File: src/axi_pkg.sv
/*
 * Field types and fixed encodings for the single-beat AXI3 master port.
 * Imported by the engines and the top level wherever bus fields are formed.
 */
package axi_pkg;

    typedef logic [31:0] addr_t;  // Byte address
    typedef logic [31:0] data_t;  // One bus word
    typedef logic [1:0]  resp_t;  // RRESP / BRESP code

    // Response codes
    localparam resp_t RESP_OKAY = 2'b00;

    // Fixed burst shape, one 4-byte beat per transaction
    localparam logic [2:0] SIZE_WORD  = 3'b010;
    localparam logic [1:0] BURST_INCR = 2'b01;
    localparam logic [3:0] LEN_SINGLE = 4'd0;

    // Address step from one word to the next
    localparam int unsigned BYTES_PER_WORD = 32'd4;

endpackage

File: src/pad_pkg.sv
/*
 * Matrix geometry for the mirror padding engine.
 * Sizes cover a W x W source with W up to 63, giving a 65 x 65 output.
 */
package pad_pkg;

    // Source width W
    typedef logic [5:0] width_t;

    // Output row or column, 0..W+1
    typedef logic [6:0] coord_t;

    // Output word count, up to 65*65
    typedef logic [12:0] count_t;

    // Mirroring without the edge needs two source rows
    localparam int unsigned MIN_WIDTH = 32'd2;

endpackage

File: src/mirror_pad_dma.sv
/*
 * Mirror padding DMA top level. Copies a W x W word matrix to a (W+2) x (W+2)
 * edge-reflected image through an AXI3 single-beat master port.
 */
`timescale 1ns/100ps

module mirror_pad_dma #(
    parameter int FIFO_DEPTH = 4
) (
    input  logic            clk,
    input  logic            rst_n,
    // Configuration
    input  axi_pkg::addr_t  src_addr_i,
    input  axi_pkg::addr_t  dst_addr_i,
    input  pad_pkg::width_t mat_width_i,
    input  logic            start_i,
    output logic            done_o,
    output logic            err_o,
    // AR channel
    output axi_pkg::addr_t  araddr_o,
    output logic [3:0]      arlen_o,
    output logic [2:0]      arsize_o,
    output logic [1:0]      arburst_o,
    output logic [3:0]      arid_o,
    output logic            arvalid_o,
    input  logic            arready_i,
    // R channel
    input  axi_pkg::data_t  rdata_i,
    input  axi_pkg::resp_t  rresp_i,
    input  logic            rlast_i,
    input  logic            rvalid_i,
    output logic            rready_o,
    // AW channel
    output axi_pkg::addr_t  awaddr_o,
    output logic [3:0]      awlen_o,
    output logic [2:0]      awsize_o,
    output logic [1:0]      awburst_o,
    output logic [3:0]      awid_o,
    output logic            awvalid_o,
    input  logic            awready_i,
    // W channel
    output axi_pkg::data_t  wdata_o,
    output logic [3:0]      wstrb_o,
    output logic            wlast_o,
    output logic [3:0]      wid_o,
    output logic            wvalid_o,
    input  logic            wready_i,
    // B channel
    input  axi_pkg::resp_t  bresp_i,
    input  logic            bvalid_i,
    output logic            bready_o
);

    import axi_pkg::*;
    import pad_pkg::*;

    logic   go;
    addr_t  src_base, dst_base;
    width_t width;
    logic   rd_done, wr_done, rd_err, wr_err;
    logic   push, pop, fifo_empty;
    data_t  push_data, pop_data;
    resp_t  rd_resp;

    // Every transaction is one full-word beat with ID 0
    assign arlen_o   = LEN_SINGLE;
    assign arsize_o  = SIZE_WORD;
    assign arburst_o = BURST_INCR;
    assign arid_o    = 4'd0;
    assign awlen_o   = LEN_SINGLE;
    assign awsize_o  = SIZE_WORD;
    assign awburst_o = BURST_INCR;
    assign awid_o    = 4'd0;
    assign wid_o     = 4'd0;
    assign wstrb_o   = 4'hF;
    assign wlast_o   = 1'b1;

    assign rd_resp = rresp_i | {~rlast_i, 1'b0};  // Missing rlast reads as a slave error

    pad_ctrl u_ctrl (
        .clk         (clk),
        .rst_n       (rst_n),
        .start_i     (start_i),
        .src_addr_i  (src_addr_i),
        .dst_addr_i  (dst_addr_i),
        .mat_width_i (mat_width_i),
        .rd_done_i   (rd_done),
        .wr_done_i   (wr_done),
        .rd_err_i    (rd_err),
        .wr_err_i    (wr_err),
        .go_o        (go),
        .src_base_o  (src_base),
        .dst_base_o  (dst_base),
        .width_o     (width),
        .done_o      (done_o),
        .err_o       (err_o)
    );

    pad_rd_engine #(.FIFO_DEPTH(FIFO_DEPTH)) u_rd (
        .clk         (clk),
        .rst_n       (rst_n),
        .go_i        (go),
        .src_base_i  (src_base),
        .width_i     (width),
        .araddr_o    (araddr_o),
        .arvalid_o   (arvalid_o),
        .arready_i   (arready_i),
        .rdata_i     (rdata_i),
        .rresp_i     (rd_resp),
        .rvalid_i    (rvalid_i),
        .rready_o    (rready_o),
        .push_o      (push),
        .push_data_o (push_data),
        .pop_i       (pop),
        .rd_done_o   (rd_done),
        .rd_err_o    (rd_err)
    );

    sync_fifo #(.payload_t(data_t), .FIFO_DEPTH(FIFO_DEPTH)) u_fifo (
        .clk         (clk),
        .rst_n       (rst_n),
        .push_i      (push),
        .push_data_i (push_data),
        .pop_i       (pop),
        .pop_data_o  (pop_data),
        .full_o      (),            // Read credits already bound the fill level
        .empty_o     (fifo_empty)
    );

    pad_wr_engine u_wr (
        .clk         (clk),
        .rst_n       (rst_n),
        .go_i        (go),
        .dst_base_i  (dst_base),
        .width_i     (width),
        .empty_i     (fifo_empty),
        .pop_data_i  (pop_data),
        .pop_o       (pop),
        .awaddr_o    (awaddr_o),
        .awvalid_o   (awvalid_o),
        .awready_i   (awready_i),
        .wdata_o     (wdata_o),
        .wvalid_o    (wvalid_o),
        .wready_i    (wready_i),
        .bresp_i     (bresp_i),
        .bvalid_i    (bvalid_i),
        .bready_o    (bready_o),
        .wr_done_o   (wr_done),
        .wr_err_o    (wr_err)
    );

endmodule

File: src/pad_ctrl.sv
/*
 * Start/done controller. Latches the job configuration on start, kicks both
 * engines with a go pulse and reports done once both engines have finished.
 */
`timescale 1ns/100ps

module pad_ctrl (
    input  logic            clk,
    input  logic            rst_n,
    input  logic            start_i,
    input  axi_pkg::addr_t  src_addr_i,
    input  axi_pkg::addr_t  dst_addr_i,
    input  pad_pkg::width_t mat_width_i,
    input  logic            rd_done_i,
    input  logic            wr_done_i,
    input  logic            rd_err_i,
    input  logic            wr_err_i,
    output logic            go_o,
    output axi_pkg::addr_t  src_base_o,
    output axi_pkg::addr_t  dst_base_o,
    output pad_pkg::width_t width_o,
    output logic            done_o,
    output logic            err_o
);

    import pad_pkg::*;

    typedef enum logic {S_IDLE, S_BUSY} state_t;

    state_t state_q;
    logic   rd_seen_q, wr_seen_q;
    logic   accept;
    logic   finish;

    assign done_o = (state_q == S_IDLE);
    assign accept = done_o && start_i;
    // Both pulses may land in the same cycle
    assign finish = (state_q == S_BUSY) && (rd_seen_q || rd_done_i) && (wr_seen_q || wr_done_i);

    always_ff @(posedge clk) begin
        if (accept) begin
            src_base_o <= src_addr_i;
            dst_base_o <= dst_addr_i;
            width_o    <= (mat_width_i < MIN_WIDTH) ? width_t'(MIN_WIDTH) : mat_width_i;
        end
    end

    always_ff @(posedge clk) begin
        if (!rst_n) begin
            state_q   <= S_IDLE;
            go_o      <= 1'b0;
            rd_seen_q <= 1'b0;
            wr_seen_q <= 1'b0;
            err_o     <= 1'b0;
        end else begin
            go_o <= accept;
            if (accept) begin
                state_q   <= S_BUSY;
                rd_seen_q <= 1'b0;
                wr_seen_q <= 1'b0;
                err_o     <= 1'b0;
            end else if (finish) begin
                state_q <= S_IDLE;
                err_o   <= rd_err_i || wr_err_i;  // Sticky until the next start
            end else begin
                rd_seen_q <= rd_seen_q || rd_done_i;
                wr_seen_q <= wr_seen_q || wr_done_i;
            end
        end
    end

endmodule

File: src/pad_rd_engine.sv
/*
 * Read side of the padding DMA. Walks the padded output in row-major order,
 * maps every coordinate back into the source and issues one AR per word.
 * Credits keep reads in flight plus FIFO contents within FIFO_DEPTH.
 */
`timescale 1ns/100ps

module pad_rd_engine #(
    parameter int FIFO_DEPTH = 4
) (
    input  logic            clk,
    input  logic            rst_n,
    input  logic            go_i,
    input  axi_pkg::addr_t  src_base_i,
    input  pad_pkg::width_t width_i,
    output axi_pkg::addr_t  araddr_o,
    output logic            arvalid_o,
    input  logic            arready_i,
    input  axi_pkg::data_t  rdata_i,
    input  axi_pkg::resp_t  rresp_i,
    input  logic            rvalid_i,
    output logic            rready_o,
    output logic            push_o,
    output axi_pkg::data_t  push_data_o,
    input  logic            pop_i,
    output logic            rd_done_o,
    output logic            rd_err_o
);

    import axi_pkg::*;
    import pad_pkg::*;

    localparam int CW = $clog2(FIFO_DEPTH) + 1;

    logic          busy_q;
    logic          err_q;
    coord_t        row_q, col_q;
    count_t        iss_cnt_q;   // AR requests loaded so far
    count_t        r_cnt_q;     // R beats accepted so far
    logic [CW-1:0] credit_q;    // Issued reads not yet popped by the writer

    coord_t        row_c, col_c;
    count_t        iss_cnt_c;
    coord_t        last_idx;
    count_t        total;
    logic          issue;
    logic          r_hs;
    addr_t         offset;

    // Reflection without the edge: 0 -> 1, W+1 -> W-2, else r-1
    function automatic coord_t mirror_idx(coord_t idx, coord_t last);
        if (idx == '0) begin
            return coord_t'(1);
        end else if (idx == last) begin
            return last - coord_t'(3);
        end
        return idx - coord_t'(1);
    endfunction

    assign last_idx = coord_t'(width_i) + coord_t'(1);
    assign total    = (count_t'(width_i) + count_t'(2)) * (count_t'(width_i) + count_t'(2));

    // A go restarts the walk at the origin in the same cycle
    assign row_c     = go_i ? '0 : row_q;
    assign col_c     = go_i ? '0 : col_q;
    assign iss_cnt_c = go_i ? '0 : iss_cnt_q;

    assign offset = (addr_t'(mirror_idx(row_c, last_idx)) * addr_t'(width_i)
                   + addr_t'(mirror_idx(col_c, last_idx))) * BYTES_PER_WORD;

    assign issue = (go_i || busy_q) && (iss_cnt_c != total)
                && (credit_q != CW'(FIFO_DEPTH)) && (!arvalid_o || arready_i);

    assign rready_o    = busy_q;
    assign r_hs        = rvalid_i && rready_o;
    assign push_o      = r_hs;       // Credits guarantee a free slot
    assign push_data_o = rdata_i;
    assign rd_done_o   = r_hs && (r_cnt_q == total - count_t'(1));
    assign rd_err_o    = err_q || (r_hs && (rresp_i != RESP_OKAY));

    always_ff @(posedge clk) begin
        if (issue) begin
            araddr_o <= src_base_i + offset;
        end
    end

    always_ff @(posedge clk) begin
        if (!rst_n) begin
            busy_q    <= 1'b0;
            err_q     <= 1'b0;
            arvalid_o <= 1'b0;
            row_q     <= '0;
            col_q     <= '0;
            iss_cnt_q <= '0;
            r_cnt_q   <= '0;
            credit_q  <= '0;
        end else begin
            credit_q <= credit_q + CW'(issue) - CW'(pop_i);

            if (issue) begin
                arvalid_o <= 1'b1;
                iss_cnt_q <= iss_cnt_c + count_t'(1);
                if (col_c == last_idx) begin  // End of an output row
                    col_q <= '0;
                    row_q <= row_c + coord_t'(1);
                end else begin
                    col_q <= col_c + coord_t'(1);
                    row_q <= row_c;
                end
            end else if (arready_i) begin
                arvalid_o <= 1'b0;
            end

            if (go_i) begin
                busy_q  <= 1'b1;
                err_q   <= 1'b0;
                r_cnt_q <= '0;
            end else if (r_hs) begin
                r_cnt_q <= r_cnt_q + count_t'(1);
                err_q   <= rd_err_o;
                if (rd_done_o) begin
                    busy_q <= 1'b0;
                end
            end
        end
    end

endmodule

File: src/pad_wr_engine.sv
/*
 * Write side of the padding DMA. Drains the FIFO one word at a time into
 * consecutive destination addresses, one AW/W/B transaction outstanding.
 */
`timescale 1ns/100ps

module pad_wr_engine (
    input  logic            clk,
    input  logic            rst_n,
    input  logic            go_i,
    input  axi_pkg::addr_t  dst_base_i,
    input  pad_pkg::width_t width_i,
    input  logic            empty_i,
    input  axi_pkg::data_t  pop_data_i,
    output logic            pop_o,
    output axi_pkg::addr_t  awaddr_o,
    output logic            awvalid_o,
    input  logic            awready_i,
    output axi_pkg::data_t  wdata_o,
    output logic            wvalid_o,
    input  logic            wready_i,
    input  axi_pkg::resp_t  bresp_i,
    input  logic            bvalid_i,
    output logic            bready_o,
    output logic            wr_done_o,
    output logic            wr_err_o
);

    import axi_pkg::*;
    import pad_pkg::*;

    typedef enum logic [2:0] {
        S_IDLE,
        S_WAIT,   // Running, FIFO empty
        S_ADDR,
        S_DATA,
        S_RESP
    } state_t;

    state_t state_q;
    count_t b_cnt_q;
    logic   err_q;
    count_t total;
    logic   b_hs;

    assign total = (count_t'(width_i) + count_t'(2)) * (count_t'(width_i) + count_t'(2));

    assign awvalid_o = (state_q == S_ADDR);
    assign wvalid_o  = (state_q == S_DATA);
    assign bready_o  = (state_q == S_RESP);
    assign wdata_o   = pop_data_i;            // FIFO head holds until popped
    assign pop_o     = wvalid_o && wready_i;

    assign b_hs      = bvalid_i && bready_o;
    assign wr_done_o = b_hs && (b_cnt_q == total - count_t'(1));
    assign wr_err_o  = err_q || (b_hs && (bresp_i != RESP_OKAY));

    // Destination pointer steps one word per completed write
    always_ff @(posedge clk) begin
        if (go_i) begin
            awaddr_o <= dst_base_i;
        end else if (b_hs) begin
            awaddr_o <= awaddr_o + BYTES_PER_WORD;
        end
    end

    always_ff @(posedge clk) begin
        if (!rst_n) begin
            state_q <= S_IDLE;
            b_cnt_q <= '0;
            err_q   <= 1'b0;
        end else begin
            case (state_q)
                S_IDLE: begin
                    if (go_i) begin
                        state_q <= S_WAIT;
                        b_cnt_q <= '0;
                        err_q   <= 1'b0;
                    end
                end
                S_WAIT: begin
                    if (!empty_i) begin
                        state_q <= S_ADDR;
                    end
                end
                S_ADDR: begin
                    if (awready_i) begin
                        state_q <= S_DATA;
                    end
                end
                S_DATA: begin
                    if (wready_i) begin
                        state_q <= S_RESP;
                    end
                end
                S_RESP: begin
                    if (b_hs) begin
                        b_cnt_q <= b_cnt_q + count_t'(1);
                        err_q   <= wr_err_o;
                        if (wr_done_o) begin
                            state_q <= S_IDLE;
                        end else if (!empty_i) begin  // Next word already waiting
                            state_q <= S_ADDR;
                        end else begin
                            state_q <= S_WAIT;
                        end
                    end
                end
                default: state_q <= S_IDLE;
            endcase
        end
    end

endmodule

File: src/sync_fifo.sv
/*
 * Synchronous first-word-fall-through FIFO with a type-parameterized payload.
 * FIFO_DEPTH must be a power of two; pushes while full are dropped.
 */
`timescale 1ns/100ps

module sync_fifo #(
    parameter type payload_t  = logic [31:0],
    parameter int  FIFO_DEPTH = 4
) (
    input  logic     clk,
    input  logic     rst_n,
    input  logic     push_i,
    input  payload_t push_data_i,
    input  logic     pop_i,
    output payload_t pop_data_o,
    output logic     full_o,
    output logic     empty_o
);

    localparam int AW = $clog2(FIFO_DEPTH);

    payload_t        mem [FIFO_DEPTH];
    logic   [AW:0]   wr_ptr;  // MSB is the wrap bit
    logic   [AW:0]   rd_ptr;

    assign empty_o    = (wr_ptr == rd_ptr);
    assign full_o     = (wr_ptr[AW] != rd_ptr[AW]) && (wr_ptr[AW-1:0] == rd_ptr[AW-1:0]);
    assign pop_data_o = mem[rd_ptr[AW-1:0]];  // Head word is always visible

    always_ff @(posedge clk) begin
        if (push_i && !full_o) begin
            mem[wr_ptr[AW-1:0]] <= push_data_i;
        end
    end

    always_ff @(posedge clk) begin
        if (!rst_n) begin
            wr_ptr <= '0;
            rd_ptr <= '0;
        end else begin
            if (push_i && !full_o) begin
                wr_ptr <= wr_ptr + 1'b1;
            end
            if (pop_i && !empty_o) begin
                rd_ptr <= rd_ptr + 1'b1;
            end
        end
    end

endmodule

File: config.mk
export PLATFORM = sky130hd
export DESIGN_NAME = mirror_pad_dma
export DESIGN_NICKNAME = d
export VERILOG_FILES = /design/src/axi_pkg.sv /design/src/pad_pkg.sv /design/src/mirror_pad_dma.sv /design/src/pad_ctrl.sv /design/src/pad_rd_engine.sv /design/src/pad_wr_engine.sv /design/src/sync_fifo.sv
export SDC_FILE = /design/constraint.sdc
export NUM_CORES = 1
export LEC_CHECK = 0
export CORE_MARGIN = 4
export CORE_UTILIZATION = 55
export DETAILED_ROUTE_END_ITERATION = 6
export DONT_BUFFER_PORTS = 1
export GPL_ROUTABILITY_DRIVEN = 0
export GPL_TIMING_DRIVEN = 1
export PLACE_DENSITY = 0.7
export SYNTH_ARGS = -nofsm -noshare
export SYNTH_HDL_FRONTEND = slang
export SYNTH_HIERARCHICAL = 1
export SYNTH_SLANG_ARGS = --single-unit
File: constraint.sdc
create_clock -name clk -period 10.68 [get_ports clk]
set_clock_uncertainty 0.05 [all_clocks]
set_input_delay 2.136 -clock clk [delete_from_list [all_inputs] [get_ports clk]]
set_output_delay 2.136 -clock clk [all_outputs]
set_load 0.02 [all_outputs]
==> summary.md <==
| Metric | Value |
|---|---|
| Status | `finished clean` |
| CTS sink count | `338` |
| Hold Crit Class | `reg2reg` |
| GR peak layer | `met2` |
| Port bufs | `0` |
| Combinational share of power | `27.1%` |
| Total area of sequential cells | `9390 µm²` |
| Critical Path RT | `10.91 ns` |
| Pin count of the biggest net entering global routing | `82` |
| Layout cells sized above 1 | `8.42%` |
| Crit path max-delay cell type | `xor2_1` |
| Crit path time final | `9.13 ns` |
| Final Max Slew Viols | `0` |
| Grt total ovfl | `0` |
| YS warnings | `6` |
| Num ports | `253` |
| Placeable core area | `about 38000 µm²` |
| FF-to-FF Start | `u_ctrl/width_o[1]` |
| Clock Tree Buf Depth | `3` |
| Iteration-0 DRC Markers | `between 1000 and 1500` |
| Register area share after synthesis | `43.9%` |
| Mapped Cells | `between 1500 and 2000` |
| M2 GR Usage | `around a third` |
| Area Overhead vs Synth | `4.56%` |
| Least-Margin Pin Slew | `1.05 ns` |
| Cts bufs inserted | `37` |
| Sequential power share | `40.7%` |
| Crit path top cell by count | `fa_1` |
| Initial Util | `56.2%` |
| Final Cycle Share | `85.5%` |
| GRT met3 Usage | `4.95%` |
| Number of synthesized flops with an enable pin | `262` |
| Clk slew on worst S/H paths | `0.06 ns` |
| Layout net count | `~2100` |
| Multi-input logic area | `10500 µm²` |
| Final HPWL DP | `~33 mm` |
| CTS H-Tree Depth | `2` |
| Max Fclk | `roughly 0.11 GHz` |
| Skew-Pair Late Insertion Delay | `about 0.54 ns` |
| Setup Crit Path Kind | `reg2reg` |
| CTS Hold Bufs | `0` |
| Pwr dens | `between 150 and 200 nW/µm²` |
| CP peak stage delay | `0.61 ns` |
| Setup TNS | `0 ns` |
| Antenna violations before repair | `0` |
| Final WL | `45.7 mm` |
| Final hold violations | `0` |
| Placed cell area | `21200 µm²` |
| Clk root buf | `clkbuf_16` |
| Post-cts resize count | `0` |
| Crit. End Element | `flip-flop` |
| #FFs+latches synth | `338` |
| Peak supply drop | `0.000118 V` |
| Global-route wire length before repair | `72.8 mm` |
| Relative slew slack | `30.1%` |
| Leading register cell type out of synthesis | `edfxtp_1` |
| # DRC | `0` |
| Horiz. Die Dim | `205 µm` |
| Die Y | `205 µm` |
| Pre-antenna DRT Iters | `5` |
| Largest fanout on the critical path | `25` |
| Drt via density | `5.82` |
| Routed Antenna Nets | `0` |
| TritonCTS clock tree | `built` |
| Hold path start | `u_ctrl/src_base_o[1]` |
| Clock group share of total power | `32.2%` |
| Critical Path AT | `9.36 ns` |
| Post-synth cell types | `102` |
| RSZ-0062 raised after global routing | `false` |
| FP Rows | `just over 70` |
| Setup violations, final | `0` |
| Worst Setup SP | `u_ctrl/width_o[1]` |
| Design area | `around 22000 µm²` |
| NetSw | `about 1.2 mW` |
| Setup Buffers After CTS | `0` |
| Total track usage | `21.4%` |
| Via Count | `13904` |
| Vias in the first global route | `13300` |
| Synth Cell Area | `21400 µm²` |
| Fill cells | `3178` |
| Max-cap violations | `0` |
| Static Leak | `8.54 nW` |
| Syn avg cell area | `about 11 µm²` |
| Routing usage on met1 | `30.0%` |
| Drt wl/cell | `19.1 µm` |
| Pint | `2.64 mW` |
| Die ar. | `between 40000 and 50000 µm²` |
| Synth async-reset ratio | `0%` |
| Setup crit start kind | `flip-flop` |
| Switching share of power | `31.2%` |
-- kinds of logic after synthesis --
logic type                 synth area share, %
other                                   0.0878
buffers and inverters                     7.52
and+or+nand+nor                           14.7
adders and majority gates                 12.6
muxes                                     4.01
DFF                                       43.9
xor gates and xnor gates                  7.50
AOI/OAI and AO/OA                         9.63
-- state kept, by name, indices dropped and copies added, names as in the netlist, 3 cells and up, named ones only --
register and flops:
u_ctrl/dst_base_o 32, u_ctrl/src_base_o 32, u_ctrl/width_o 6, u_fifo/mem 128, u_fifo/rd_ptr 3, u_fifo/wr_ptr 3
u_rd/araddr_o 32, u_rd/col_q 7, u_rd/credit_q 3, u_rd/iss_cnt_q 13, u_rd/r_cnt_q 13, u_rd/row_q 7
u_wr/awaddr_o 32, u_wr/b_cnt_q 13, u_wr/state_q 3
-- metal layers --
metal  vias to the layer above  wire length [µm]
met3                        57              3470
met4                         0               816
met5                         -                 0
li1                       6624                 -
met1                      6768             19900
met2                       455             21400
-- cell type report --
class	count	area share (%)
multi-input cells	1331	47.2
flip-flops and latches	338	42.0
clock buffers	49	4.62
well taps	511	2.86
inverters	125	2.10
clock inverters	17	0.677
repair buffers	16	0.537
diodes	1	0.0112
-- final timing paths --
path                  endpoint  slack [ns]  depth (start not counted)
max reg2reg  u_rd/araddr_o[29]        1.55                         33
min           u_rd/araddr_o[1]        0.37                          0
min reg2reg   u_rd/araddr_o[1]        0.37                          0
max          u_rd/araddr_o[29]        1.55                         33
-- stage by stage --
stage / utilization, % / total power [mW] / instances / hold slack [ns] / setup slack [ns]
floorplan: - / 2.43 / 1977 / 0.350 / 2.73
global placement: 55.7 / 2.59 / 2321 / 0.375 / 2.03
detailed placement: 55.7 / 2.61 / 2321 / 0.368 / 1.64
CTS: 58.8 / 3.86 / 2387 / 0.376 / 1.63
global route: 58.8 / 4.06 / 2387 / 0.387 / 0.790
finish: 58.8 / 3.83 / 2388 / 0.374 / 1.55
-- layout by cell type (no fill, tap or decap), types with 52 or more instances in the layout --
master,instances
dfxtp_1,74
edfxtp_1,262
fa_1,61
ha_1,118
inv_1,124
nand2_1,126
nand3_1,59
nor2_1,130
nor3_1,52
o21ai_0,69
xnor2_1,95
xor2_1,80
-- Yosys cell counts (7+ instances only) --
| cell | n | area (µm²) |
|---|---|---|
| o21ai_0 | 69 | 345 |
| xnor2_1 | 95 | 832 |
| clkbuf_1 | 56 | 210 |
| o31ai_1 | 7 | 52.6 |
| and2_1 | 38 | 238 |
| nand3_1 | 59 | 295 |
| o21a_1 | 9 | 67.6 |
| a21o_1 | 13 | 97.6 |
| edfxtp_1 | 262 | 7870 |
| nand2b_1 | 18 | 113 |
| buf_4 | 100 | 751 |
| buf_2 | 13 | 65.1 |
| nand2_1 | 126 | 473 |
| nor4b_1 | 8 | 70.1 |
| dfxtp_1 | 76 | 1520 |
| nor2_1 | 131 | 492 |
| xor2_1 | 80 | 701 |
| a21oi_1 | 47 | 235 |
| ha_1 | 118 | 1480 |
| nand4_1 | 27 | 169 |
| and3_1 | 39 | 244 |
| o311ai_0 | 13 | 114 |
| a31oi_1 | 14 | 87.6 |
| mux4_2 | 32 | 721 |
| o211ai_1 | 11 | 82.6 |
| inv_1 | 124 | 465 |
| mux2i_1 | 8 | 80.1 |
| nor2b_1 | 23 | 144 |
| a211oi_1 | 9 | 67.6 |
| fa_1 | 61 | 1220 |
| nand3b_1 | 17 | 128 |
| o21ai_1 | 8 | 40.0 |
| o21bai_1 | 10 | 75.1 |
| nor4_1 | 8 | 50.1 |
| nor3_1 | 52 | 260 |
-- worst max-delay path, delay by kind of cell, from the launching register on --
kind | cells | cell delay (ns)
AO/OA/AOI/OAI | 11 | 2.89
XOR/XNOR | 4 | 1.20
adder cells (fa/ha/maj) | 7 | 3.10
buffers and inverters | 4 | 0.42
flip-flops | 1 | 0.32
AND/OR/NAND/NOR | 7 | 0.87
-- power by group through the flow --
stage	sequential [mW]	combinational [mW]	clock (mW)
detailed placement	1.59	1.02	0
global placement	1.58	1.00	0
CTS	1.56	1.03	1.26
floorplan	1.57	0.865	0
global route	1.56	1.17	1.33
finish	1.56	1.04	1.23
Note: power is estimated with default switching activity, not from simulation.
